===== src/hw/wh_link_pkg.sv =====
/*
 * Link-side definitions for the wormhole router port:
 *   flit_width  width of one flit on the link
 *   link_s      one direction of a ready-and link (data, valid, reverse ready)
 */

package wh_link_pkg;

  // one flit carries a 16-bit slice of a packet.
  localparam int flit_width = 16;

  // A link bundle as seen from one side of the port.
  // data and v travel forward with the flit, while ready_and_rev
  // is the receiver's readiness for flits moving the opposite way.
  typedef struct packed {
    logic [flit_width-1:0] data;          // flit payload.
    logic                  v;             // flit valid.
    logic                  ready_and_rev; // ready for the reverse direction.
  } link_s;

endpackage


===== src/hw/wh_packet_pkg.sv =====
/*
 * Packet-side definitions for the router adapter:
 *   field widths for cord, len and payload
 *   packet_s    the whole packet {payload, len, cord}
 *   max_flits   number of flits a full packet occupies
 */

package wh_packet_pkg;

  localparam int cord_width        = 4;  // destination coordinate.
  localparam int len_width         = 2;  // body flits following the header.
  localparam int max_payload_width = 42;

  localparam int packet_width = max_payload_width + len_width + cord_width;

  // The packet splits into whole flits with no padding.
  localparam int max_flits = packet_width / wh_link_pkg::flit_width;

  // cord sits in the low bits so it always arrives in the header flit,
  // together with len and the lowest payload bits.
  typedef struct packed {
    logic [max_payload_width-1:0] payload;
    logic [len_width-1:0]         len;  // counts body flits, 0 to 2.
    logic [cord_width-1:0]        cord;
  } packet_s;

endpackage


===== src/hw/wh_adapter_in.sv =====
/*
 * Send path of the router adapter.
 * Accepts a whole packet on valid/ready and sends it as a header flit
 * followed by len body flits over a ready-and link.
 */

`timescale 1ns/1ps

module wh_adapter_in (
  input  logic                   clk_i,
  input  logic                   rst_n_i,

  input  wh_packet_pkg::packet_s packet_i,
  input  logic                   v_i,
  output logic                   ready_o,

  input  wh_link_pkg::link_s     link_i,
  output wh_link_pkg::link_s     link_o
);

  // The latched packet viewed as a row of flits, flit 0 in the low bits.
  logic [wh_packet_pkg::max_flits-1:0][wh_link_pkg::flit_width-1:0] flits_w;

  wh_packet_pkg::packet_s              pkt_q;
  logic [wh_packet_pkg::len_width-1:0] idx_q;
  logic                                busy_q;

  logic accept_w;
  logic flit_sent_w;
  logic last_flit_w;

  assign accept_w    = v_i & ready_o;
  assign flit_sent_w = busy_q & link_i.ready_and_rev; // router took the shown flit.
  assign last_flit_w = (idx_q == pkt_q.len);         // header is index 0.

  always_ff @(posedge clk_i or negedge rst_n_i) begin
    if (!rst_n_i) begin
      busy_q <= 1'b0;
      idx_q  <= '0;
    end else if (accept_w) begin
      busy_q <= 1'b1;
      idx_q  <= '0;
    end else if (flit_sent_w) begin
      if (last_flit_w) begin
        busy_q <= 1'b0; // ready_o returns in the next cycle.
        idx_q  <= '0;
      end else begin
        idx_q <= idx_q + 1'b1;
      end
    end
  end

  // Only written on acceptance, so the flits hold still through stalls.
  always_ff @(posedge clk_i) begin
    if (accept_w) begin
      pkt_q <= packet_i;
    end
  end

  assign flits_w = pkt_q;

  assign ready_o = ~busy_q;

  assign link_o.data          = flits_w[idx_q];
  assign link_o.v             = busy_q;
  assign link_o.ready_and_rev = 1'b0; // the receive path owns this field.

endmodule


===== src/hw/wh_adapter_out.sv =====
/*
 * Receive path of the router adapter.
 * Gathers a header flit and its body flits from the link into a packet
 * and holds it on valid until the consumer takes it with yumi.
 */

`timescale 1ns/1ps

module wh_adapter_out (
  input  logic                   clk_i,
  input  logic                   rst_n_i,

  input  wh_link_pkg::link_s     link_i,
  output wh_link_pkg::link_s     link_o,

  output wh_packet_pkg::packet_s packet_o,
  output logic                   v_o,
  input  logic                   yumi_i
);

  localparam int pad_width = wh_packet_pkg::packet_width - wh_link_pkg::flit_width;

  // Assembly register as a row of flits, flit 0 in the low bits.
  logic [wh_packet_pkg::max_flits-1:0][wh_link_pkg::flit_width-1:0] asm_q;

  wh_packet_pkg::packet_s              hdr_w;
  logic [wh_packet_pkg::len_width-1:0] cnt_q;
  logic [wh_packet_pkg::len_width-1:0] exp_q;
  logic                                full_q;

  logic flit_recv_w;
  logic is_hdr_w;
  logic done_w;

  // The header flit is the low slice of a packet, so len can be read
  // through the packet struct once the flit is widened.
  assign hdr_w = {{pad_width{1'b0}}, link_i.data};

  assign flit_recv_w = link_i.v & ~full_q;
  assign is_hdr_w    = (cnt_q == '0);
  assign done_w      = is_hdr_w ? (hdr_w.len == '0) : (cnt_q == exp_q);

  always_ff @(posedge clk_i or negedge rst_n_i) begin
    if (!rst_n_i) begin
      full_q <= 1'b0;
      cnt_q  <= '0;
      exp_q  <= '0;
    end else begin
      if (flit_recv_w) begin
        if (is_hdr_w) begin
          exp_q <= hdr_w.len;
        end
        if (done_w) begin
          full_q <= 1'b1; // stops the link until yumi.
          cnt_q  <= '0;
        end else begin
          cnt_q <= cnt_q + 1'b1;
        end
      end
      if (yumi_i) begin
        full_q <= 1'b0;
      end
    end
  end

  // Clearing at the header leaves unsent payload flits at zero.
  always_ff @(posedge clk_i) begin
    if (flit_recv_w) begin
      if (is_hdr_w) begin
        asm_q    <= '0;
        asm_q[0] <= link_i.data;
      end else begin
        asm_q[cnt_q] <= link_i.data;
      end
    end
  end

  assign packet_o = asm_q;
  assign v_o      = full_q;

  assign link_o.data          = '0;   // the send path owns the flit fields.
  assign link_o.v             = 1'b0;
  assign link_o.ready_and_rev = ~full_q;

endmodule


===== src/hw/wh_router_adapter.sv =====
/*
 * Full-duplex adapter between a packet port and one wormhole router link.
 * Joins the send and receive paths and merges their link outputs.
 */

`timescale 1ns/1ps

module wh_router_adapter (
  input  logic                   clk_i,
  input  logic                   rst_n_i,

  input  wh_packet_pkg::packet_s packet_i,
  input  logic                   v_i,
  output logic                   ready_o,

  input  wh_link_pkg::link_s     link_i,  // from the router.
  output wh_link_pkg::link_s     link_o,  // to the router.

  output wh_packet_pkg::packet_s packet_o,
  output logic                   v_o,
  input  logic                   yumi_i
);

  wh_link_pkg::link_s send_link_w;
  wh_link_pkg::link_s recv_link_w;

  wh_adapter_in i_adapter_in (
    .clk_i    (clk_i),
    .rst_n_i  (rst_n_i),
    .packet_i (packet_i),
    .v_i      (v_i),
    .ready_o  (ready_o),
    .link_i   (link_i),
    .link_o   (send_link_w)
  );

  wh_adapter_out i_adapter_out (
    .clk_i    (clk_i),
    .rst_n_i  (rst_n_i),
    .link_i   (link_i),
    .link_o   (recv_link_w),
    .packet_o (packet_o),
    .v_o      (v_o),
    .yumi_i   (yumi_i)
  );

  // Flits come from the send path, reverse ready from the receive path.
  assign link_o.data          = send_link_w.data;
  assign link_o.v             = send_link_w.v;
  assign link_o.ready_and_rev = recv_link_w.ready_and_rev;

endmodule


===== config.mk =====
export PLATFORM = sky130hd
export DESIGN_NAME = wh_router_adapter
export DESIGN_NICKNAME = d
export VERILOG_FILES = /design/src/hw/wh_link_pkg.sv /design/src/hw/wh_packet_pkg.sv /design/src/hw/wh_adapter_in.sv /design/src/hw/wh_adapter_out.sv /design/src/hw/wh_router_adapter.sv
export SDC_FILE = /design/constraint.sdc
export NUM_CORES = 1
export LEC_CHECK = 0
export BUFFER_PORTS_ARGS = -buffer_cell sky130_fd_sc_hd__buf_2
export CAP_MARGIN = 10
export CELL_PAD_IN_SITES_DETAIL_PLACEMENT = 0
export CELL_PAD_IN_SITES_GLOBAL_PLACEMENT = 1
export CORE_MARGIN = 3
export CORE_UTILIZATION = 44
export DETAILED_ROUTE_END_ITERATION = 8
export GPL_TIMING_DRIVEN = 0
export PLACE_DENSITY = 0.86
export SLEW_MARGIN = 0
export SYNTH_ARGS = -nofsm -noshare
export SYNTH_HDL_FRONTEND = slang
export SYNTH_HIERARCHICAL = 1
export SYNTH_SLANG_ARGS = --single-unit

===== constraint.sdc =====
create_clock -name clk_i -period 10.1 [get_ports clk_i]
set_clock_uncertainty 0.15 [all_clocks]
set_input_delay 0.505 -clock clk_i [delete_from_list [all_inputs] [get_ports clk_i]]
set_output_delay 0.505 -clock clk_i [all_outputs]
set_load 0.1 [all_outputs]

==> results of run 1 <==
==> worst max-delay path: cells and delay by family (launching register included) <==
family	cells	cell delay, ns
DFF	1	0.39
buffers and inverters	4	0.94
and+or+nand+nor	2	0.16
AOI/OAI and AO/OA	1	0.11
==> final cells by class <==
class                   instances  share of cell area [%]
multi-input cells             163                    20.7
inverters                       9                   0.619
clock inverters                 5                    1.15
plain buffers                  18                    2.61
flip-flops and latches        104                    56.5
repair buffers                139                    13.1
well taps                     129                    2.96
clock buffers                  11                    2.41
==> through the flow <==
step	util [%]	worst slack [ns]	cell area (sq um)
floorplan	-	6.73	4380
detailed placement	55.6	7.87	5260
global placement	55.3	6.05	5230
CTS	57.7	7.46	5460
global route	57.7	7.35	5460
finish	57.7	7.49	5460
==> final timing paths <==
path                                                       end  slack (ns)  depth (start not counted)
setup / recovery                                     link_o[6]        7.49                          7
hold / removal              i_adapter_in/flits_w[44]$_DFFE_PN_        0.17                          1
setup reg to reg           i_adapter_out/packet_o[6]$_DFFE_PP_        8.13                          4
hold reg to reg             i_adapter_out/exp_q[1]$_DFFE_PN0P_        0.40                          1
max in group asynchronous   i_adapter_out/exp_q[1]$_DFFE_PN0P_        9.22                          2
min in group asynchronous        i_adapter_out/v_o$_DFFE_PN0P_        0.39                          2
==> flip-flops by register name (all words and copies together) (netlist names) <==
| signal | count |
|---|---|
| i_adapter_out/packet_o | 48 |
| i_adapter_in/idx_q | 2 |
| i_adapter_out/v_o | 1 |
| i_adapter_in/busy_q | 1 |
| i_adapter_out/exp_q | 2 |
| i_adapter_out/cnt_q | 2 |
| i_adapter_in/flits_w | 48 |
==> cell usage in the layout, fill, tap and decap left out, types with 2 or more instances in the layout <==
cell type / instances
clkinvlp_4: 2
ha_1: 3
inv_6: 2
nor2_1: 37
dfrtp_1: 8
and2_1: 16
buf_4: 5
edfxtp_1: 96
o21ai_0: 7
clkbuf_1: 5
a31o_2: 2
xor2_1: 2
buf_6: 7
mux2_4: 2
nand2_1: 18
nor2b_4: 2
a31oi_1: 2
buf_2: 140
o21ai_1: 10
clkbuf_8: 9
mux2i_1: 48
xnor2_1: 2
inv_1: 8
==> per-layer routing <==
| layer | vias to the layer above | global-route usage (%) |
|---|---|---|
| li1 | 1359 | - |
| met1 | 1272 | 20.2 |
| met2 | 117 | 26.4 |
| met3 | 8 | 3.55 |
| met4 | 0 | 4.72 |
| met5 | - | 0 |
==> what timing repair did <==
action / 4_1_cts / 5_1_grt
endpoints found under the hold margin: 8 / 0
setup buffers: 0 / 0
hold buffers: 1 / 0
==> out/results.txt, run 1 <==
Slew HR: 58.5%
met3 routed WL: 648 um
final cell count without fillers: 578
CTS resizes: 0
final WL: 8610 um
cell row count: 35
HPWL after detailed placement: 6240 um
Critical Path Source: i_adapter_in/idx_q[1]$_DFFE_PN0P_
Tcrit/Tclk final: 25.8%
vias in the first global route: 2,832
die footprint: 0.0112 sq mm
crit-path max cell delay: 0.46 ns
initial antenna violation count: 0
clock latency on the worst-skew pair: 0.35 ns
clock slew at reported path FFs: 0.10 ns
wire per inst: 14.9 um
most frequent cell on the critical path: buf_6
fillcell total: 793
global-route wire length before repair: 13,700 um
die width: 106 um
kind of start point of the critical path: register
placed cells: 561
min Tclk post-route: 2.61 ns
worst-margin pin slew: 0.622 ns
Synth Instances: 294
Via Count: 2,756
Yosys warning count: 6
Avg Cell Area, Syn: 14.9 sq um
Fin. Hold Viols: 0
clock sinks: 104
Die Y: 106 um
Initial DRT Pass Iterations: 4
FF-to-FF Start: i_adapter_out/v_o$_DFFE_PN0P_
Final Setup Violations: 0
unrepaired setup endpoints after global routing: false
M1 WL: 3790 um
Overflow after GRT: 0
n_diodes: 0
final setup TNS: 0 ns
CP Cell Sequence: buf_6 > nor2b_2 > buf_4 > buf_6 > nand2_1 > o21ai_1 > buf_2
Max Clk Rate: 0.384 GHz
Initial Utilization: 46.3%
Worst path slowest cell: buf_2
clk root buf: clkbuf_8
Highest Signal Layer: met4
CTS tree: built
CP required: 9.45 ns
Met2 Routed Length: 4080 um
Core Box Area: 0.00946 sq mm
fin nets: 517
Vias/cell: 4.77
routability cong.: 0.779
drt initial violations: 97
layout cell share with drive strength beyond 1: 39.4%
Final ANT Viol Nets: 0
DRC errors left: 0
Ports: 138
Crit Path Max Fanout: 10
Arr. time, crit path: 1.95 ns
port buffer count: 137
MaxCap Viol Count: 0
min-delay worst type: in -> reg
critical path type: reg -> out
All-Layer GR Usage: 15.6%
status: finished, final reports clean
Net Count, Synth: 367
clock buffer depth: 2
area of the multi-input gates: 0.00113 sq mm
worst hold slack: 0.165 ns
Num CTS Buffers: 9
htree depth: 3
largest net degree at the start of global routing: 38
crit end category: output pin
fin. max-slew vios: 0
register area: 0.00308 sq mm
Area Growth Syn to Fin: 24.6%
hold path start: packet_i[44]
Post-Syn Area: 0.00438 sq mm
Power of run 1 is left out: the tool's default activity adds up to more than one toggle a clock period on the data nets, which glitch-free logic cannot reach.
==> inputs of run 2 (changes only) <==
--- a/config.mk
+++ b/config.mk
@@ -10,10 +10,10 @@
 export CELL_PAD_IN_SITES_DETAIL_PLACEMENT = 0
 export CELL_PAD_IN_SITES_GLOBAL_PLACEMENT = 1
 export CORE_MARGIN = 3
-export CORE_UTILIZATION = 44
+export CORE_UTILIZATION = 41
 export DETAILED_ROUTE_END_ITERATION = 8
 export GPL_TIMING_DRIVEN = 0
-export PLACE_DENSITY = 0.86
+export PLACE_DENSITY = 0.81
 export SLEW_MARGIN = 0
 export SYNTH_ARGS = -nofsm -noshare
 export SYNTH_HDL_FRONTEND = slang
==> constraint.sdc (replaced) <==
create_clock -name clk_i -period 2.59 [get_ports clk_i]
set_clock_uncertainty 0.15 [all_clocks]
set_input_delay 0.1295 -clock clk_i [delete_from_list [all_inputs] [get_ports clk_i]]
set_output_delay 0.1295 -clock clk_i [all_outputs]
set_load 0.1 [all_outputs]
==> run 2 against run 1 <==
  * Utilization is 1.6 points higher
  * Via count grew 11%
  * Setup slack got worse by 7.2 ns
  * Wire length grew 18%
  * Worst hold slack got worse by 0.11 ns
  * Cell count up 13%
  * Sequential cell count is the same
  * Critical path type unchanged
==> out/results.txt, run 2 (synthesized netlist as in run 1, its figures left out) <==
status: finished, final reports clean (unchanged)
unrepaired setup endpoints after global routing: false (unchanged)
area of the multi-input gates: 0.00113 sq mm (unchanged)
Area Growth Syn to Fin: 40.5% (was 24.6%)
FF-to-FF Start: i_adapter_out/cnt_q[0]$_DFFE_PN0P_ (was i_adapter_out/v_o$_DFFE_PN0P_)
wire per inst: 15.5 um (was 14.9 um)
clock latency on the worst-skew pair: 0.35 ns (about the same)
clock buffer depth: 2 (unchanged)
FF-to-FF End: i_adapter_out/v_o$_DFFE_PN0P_ (was i_adapter_out/packet_o[6]$_DFFE_PP_)
min Tclk post-route: 2.25 ns
Worst path slowest cell: buf_2 (unchanged)
worst-margin pin slew: 0.754 ns (was 0.622 ns)
Ports: 138 (unchanged)
final setup TNS: 0 ns (unchanged)
Final Cell Area: 0.00615 sq mm (was 0.00546 sq mm)
Arr. time, crit path: 1.97 ns (was 1.95 ns)
initial antenna violation count: 0 (unchanged)
fillcell total: 801 (was 793)
hold path start: v_i (was packet_i[44])
Hold EP: i_adapter_in/idx_q[0]$_DFFE_PN0P_ (was i_adapter_in/flits_w[44]$_DFFE_PN_)
most frequent cell on the critical path: buf_6 (unchanged)
Overflow after GRT: 0 (unchanged)
Core Box Area: 0.0104 sq mm (was 0.00946 sq mm)
Initial DRT Pass Iterations: 5 (was 4)
fin nets: 586 (was 517)
commonest cells after routing, fill and taps aside: 140 x buf_2, 96 x edfxtp_1, 70 x dlygate4sd3_1 (was 140 x buf_2, 96 x edfxtp_1, 48 x mux2i_1)
Num CTS Buffers: 9 (unchanged)
clock sinks: 104 (unchanged)
Max Clk Rate: 0.444 GHz
# Post-CTS Setup Buffers: 0 (unchanged)
CP delay by family, top: buffers and inverters (unchanged)
vias in the first global route: 3,090 (was 2,832)
n_diodes: 0 (unchanged)
Die Y: 109 um (was 106 um)
drt initial violations: 95 (was 97)
final core occ: 59.4% (was 57.7%)
global-route wire length before repair: 15,900 um (was 13,700 um)
worst hold slack: 0.0580 ns (was 0.165 ns)
Slew HR: 49.6% (was 58.5%)
crit end category: output pin (unchanged)
port buffer count: 137 (unchanged)
MaxCap Viol Count: 0 (unchanged)
FF-to-FF setup slack: 0.58 ns (was 8.13 ns)
final WL: 10,100 um (was 8610 um)
leading cell type in the layout, fill and taps excluded: buf_2 (unchanged)
Via Count: 3,072 (was 2,756)
clk root buf: clkbuf_8 (unchanged)
layout cell share with drive strength beyond 1: 34.0% (was 39.4%)
Initial Utilization: 42.2% (was 46.3%)
DRC errors left: 0 (unchanged)
met3 GRT Util: 4.52% (was 3.55%)
largest net degree at the start of global routing: 38 (unchanged)
path depth of the worst reg2reg path: 7 (was 4)
cell row count: 37 (was 35)
htree depth: 3 (unchanged)
crit-path max cell delay: 0.48 ns (was 0.46 ns)
Final Setup Violations: 0 (unchanged)
die footprint: 0.0120 sq mm (was 0.0112 sq mm)
Tcrit/Tclk final: 86.9%
kind of start point of the critical path: register (unchanged)
die width: 109 um (was 106 um)
hold path depth: 4 (was 1)
met1 Track Usage GR: 22.1% (was 20.2%)
critical path type: reg -> out (unchanged)
Vias/cell: 4.70 (was 4.77)
fin. max-slew vios: 0 (unchanged)
All-Layer GR Usage: 17.5% (was 15.6%)
Buf+Inv Stages, Crit Path: 4 (unchanged)
DP Area: 0.00527 sq mm (was 0.00526 sq mm)
min-delay worst type: in -> reg (unchanged)
HPWL after detailed placement: 6270 um (was 6240 um)
CTS resizes: 0 (unchanged)
CP required: 2.31 ns (was 9.45 ns)
routability cong.: 0.730 (was 0.779)
Fin. Hold Viols: 0 (unchanged)
M2 GR Usage: 29.5% (was 26.4%)
CP Cell Sequence: buf_6 > nor2b_2 > buf_4 > buf_6 > nand2_1 > o21ai_1 > buf_2 (unchanged)
Top Usage Layer GRT: met2 (unchanged)
Final ANT Viol Nets: 0 (unchanged)
clock slew at reported path FFs: 0.09 ns (was 0.10 ns)
Crit Path Max Fanout: 10 (unchanged)
register area: 0.00308 sq mm (unchanged)
CTS tree: built (unchanged)
run 2: changes by cell type in the layout (fill, tap and decap cells not counted):
cell	previous run	this run
dlygate4sd3_1	1	70
o21ai_0	7	1
o21ai_1	10	16
clkinv_2	0	2
inv_6	2	0
buf_12	1	0
buf_16	0	1
clkbuf_1	5	6
clkinvlp_4	2	1
run 2: layout make-up:
class,instances,area share (%)
clock buffer,12,2.20
timing repair buffer,208,23.0
buffer,18,2.32
inverter,9,0.549
tap,136,2.76
clock inverter,4,0.773
multi-input combinational,163,18.3
sequential,104,50.1
run 2: tightest hold or removal path, delay by kind of cell:
| family | cells | cell delay (ns) |
|---|---|---|
| AOI/OAI and AO/OA | 2 | 0.27 |
| buffers and inverters | 1 | 0.09 |
| and+or+nand+nor | 1 | 0.05 |
run 2: routing by layer:
layer  vias to the layer above  part of all wire (%)
met4                         0                   1.0
met5                         -                     0
met2                       136                    48
li1                       1492                     -
met3                         9                   8.7
met1                      1435                    42
run 2: what timing repair did:
action	in CTS	in global routing
hold endpoints to repair	106	0
setup endpoints to repair	0	0
hold buffers	70	0
run 2: per-stage QoR:
stage	setup WS [ns]	cells
2_1_floorplan	0.198	294
3_3_place_gp	-0.150	567
3_5_place_dp	0.592	568
4_1_cts	0.319	654
5_1_grt	0.235	654
6_report	0.339	654
run 2: how the worst max path moves through the flow:
stage	start	to	slack [ns]	cells after the start
floorplan	i_adapter_in/idx_q[1]$_DFFE_PN0P_	link_o[7]	0.20	4
global placement	i_adapter_in/busy_q$_DFFE_PN0P_	i_adapter_in/flits_w[46]$_DFFE_PN_	-0.15	1
detailed placement	i_adapter_out/v_o$_DFFE_PN0P_	i_adapter_out/packet_o[12]$_DFFE_PP_	0.59	4
CTS	i_adapter_in/idx_q[1]$_DFFE_PN0P_	link_o[6]	0.32	7
global route	i_adapter_in/idx_q[1]$_DFFE_PN0P_	link_o[6]	0.23	7
finish	i_adapter_in/idx_q[1]$_DFFE_PN0P_	link_o[5]	0.34	7
Power of run 2 is left out for the same reason.
==> inputs of run 3 (changes only) <==
--- a/config.mk
+++ b/config.mk
@@ -10,10 +10,10 @@
 export CELL_PAD_IN_SITES_DETAIL_PLACEMENT = 0
 export CELL_PAD_IN_SITES_GLOBAL_PLACEMENT = 1
 export CORE_MARGIN = 3
-export CORE_UTILIZATION = 41
+export CORE_UTILIZATION = 44
 export DETAILED_ROUTE_END_ITERATION = 8
 export GPL_TIMING_DRIVEN = 0
-export PLACE_DENSITY = 0.81
+export PLACE_DENSITY = 0.86
 export SLEW_MARGIN = 0
 export SYNTH_ARGS = -nofsm -noshare
 export SYNTH_HDL_FRONTEND = slang
==> constraint.sdc (replaced) <==
create_clock -name clk_i -period 2.76 [get_ports clk_i]
set_clock_uncertainty 0.15 [all_clocks]
set_input_delay 0.138 -clock clk_i [delete_from_list [all_inputs] [get_ports clk_i]]
set_output_delay 0.138 -clock clk_i [all_outputs]
set_load 0.1 [all_outputs]
==> run 3 against run 2 <==
  * Wire length increased by 1.0%
  * Setup slack improved by 0.20 ns
  * Die area fell by 6.5%
  * Critical endpoint is now link_o[12]
  * Worst hold slack better by 0.036 ns
  * Cell count fell by 1.1%
  * Highest routed layer unchanged
  * Sequential cell count unchanged
  * Sequential share of layout area barely moved
  * Clock-buffer cell count shrank 2
==> out/results.txt, run 3 (synthesized netlist as in run 1, its figures left out) <==
final setup TNS: 0 ns (unchanged)
Worst path slowest cell: buf_2 (unchanged)
die footprint: 0.0112 sq mm (was 0.0120 sq mm)
DRC errors left: 0 (unchanged)
Max Clk Rate: 0.451 GHz
unrepaired setup endpoints after global routing: false (unchanged)
n_diodes: 0 (unchanged)
htree depth: 3 (unchanged)
clock slew at reported path FFs: 0.10 ns (was 0.09 ns)
worst-margin pin slew: 0.649 ns (was 0.754 ns)
critical path type: reg -> out (unchanged)
final core occ: 65.1% (was 59.4%)
drt initial violations: 113 (was 95)
kind of start point of the critical path: register (unchanged)
global-route wire length before repair: 16,700 um (was 15,900 um)
Area Growth Syn to Fin: 40.6% (was 40.5%)
Final ANT Viol Nets: 0 (unchanged)
vias in the first global route: 3,367 (was 3,090)
clock sinks: 104 (unchanged)
placed cells: 561 (was 568)
MaxCap Viol Count: 0 (unchanged)
Overflow after GRT: 0 (unchanged)
min Tclk post-route: 2.22 ns
largest net degree at the start of global routing: 40 (was 38)
leading cell type in the layout, fill and taps excluded: buf_2 (unchanged)
min-delay worst type: in -> reg (unchanged)
hold path depth: 4 (unchanged)
fin. max-slew vios: 0 (unchanged)
most frequent cell on the critical path: buf_6 (unchanged)
status: finished, final reports clean (unchanged)
clock buffer depth: 2 (unchanged)
HPWL after detailed placement: 6320 um (was 6270 um)
Vias/cell: 4.80 (was 4.70)
Initial Utilization: 46.3% (was 42.2%)
pre-CTS setup slack: 0.746 ns (was 0.592 ns)
cell row count: 35 (was 37)
clk root buf: clkbuf_8 (unchanged)
All-Layer GR Usage: 18.9% (was 17.5%)
CTS tree: built (unchanged)
crit-path max cell delay: 0.46 ns (was 0.48 ns)
fin nets: 586 (unchanged)
routability cong.: 0.765 (was 0.730)
wire per inst: 15.8 um (was 15.5 um)
initial antenna violation count: 0 (unchanged)
Tcrit/Tclk final: 80.4%
Via Count: 3,107 (was 3,072)
crit end category: output pin (unchanged)
Ports: 138 (unchanged)
worst setup margin: 0.541 ns (was 0.339 ns)
Die Y: 106 um (was 109 um)
CP Cell Sequence: buf_6 > nor2b_2 > buf_4 > buf_6 > nand2_1 > o21ai_1 > buf_2 (unchanged)
Crit Path Max Fanout: 10 (unchanged)
layout cell share with drive strength beyond 1: 34.4% (was 34.0%)
Num CTS Buffers: 9 (unchanged)
# Post-CTS Setup Buffers: 0 (unchanged)
final WL: 10,200 um (was 10,100 um)
CP required: 2.47 ns (was 2.31 ns)
Slew HR: 56.7% (was 49.6%)
Final Setup Violations: 0 (unchanged)
path depth of the worst reg2reg path: 7 (unchanged)
commonest cells after routing, fill and taps aside: 140 x buf_2, 96 x edfxtp_1, 70 x dlygate4sd3_1 (unchanged)
Initial DRT Pass Iterations: 6 (was 5)
port buffer count: 137 (unchanged)
die width: 106 um (was 109 um)
Core Box Area: 0.00946 sq mm (was 0.0104 sq mm)
Arr. time, crit path: 1.93 ns (was 1.97 ns)
final cell count without fillers: 647 (was 654)
Fin. Hold Viols: 0 (unchanged)
clock latency on the worst-skew pair: 0.35 ns (about the same)
[run 3: what timing repair did]
item | CTS | global route
resized for setup | 0 | 0
hold buffers | 69 | 1
endpoints found under the hold margin | 98 | 6
[run 3: area by class of cell]
cell class	count	area, sq um
inverters	9	33.8
clock inverters	6	73.8
well taps	129	161
fillers	694	3300
flip-flops and latches	104	3080
multi-input cells	163	1130
clock buffers	10	128
plain buffers	18	143
repair buffers	208	1410
[run 3: path summary, 6_finish.rpt]
kind | startpoint | to | slack [ns]
worst min register to register | i_adapter_out/exp_q[0]$_DFFE_PN0P_ | i_adapter_out/exp_q[0]$_DFFE_PN0P_ | 0.40
worst min-delay path | v_i | i_adapter_in/idx_q[0]$_DFFE_PN0P_ | 0.09
worst max register to register | i_adapter_out/cnt_q[0]$_DFFE_PN0P_ | i_adapter_out/v_o$_DFFE_PN0P_ | 0.74
min in group asynchronous | rst_n_i | i_adapter_out/v_o$_DFFE_PN0P_ | 0.55
max in group asynchronous | rst_n_i | i_adapter_out/exp_q[0]$_DFFE_PN0P_ | 1.73
worst max-delay path | i_adapter_in/idx_q[1]$_DFFE_PN0P_ | link_o[12] | 0.54
[run 3: worst max-delay path, delay by kind of cell, from the launching register on]
family,cells,cell delay (ns)
buffers and inverters,4,0.94
flip-flops,1,0.39
AND/OR/NAND/NOR,2,0.16
AO/OA/AOI/OAI,1,0.09
[run 3: metal layers]
metal  vias to the layer above  track usage, %  wire [um]  share of wire (%)
li1                       1493               -          -                  -
met1                      1459            23.0       4120                 40
met2                       137            33.1       5150                 50
met3                        18            4.35        737                7.2
met4                         0            6.66        238                2.3
met5                         -               0          0                  0
[run 3: per-stage QoR]
step	instance area [sq um]	hold WS (ns)
finish	6160	0.0943
global route	6160	0.0655
CTS	6150	0.00437
detailed placement	5260	-0.148
global placement	5230	-0.157
floorplan	4380	-0.308
Power of run 3 is left out for the same reason.
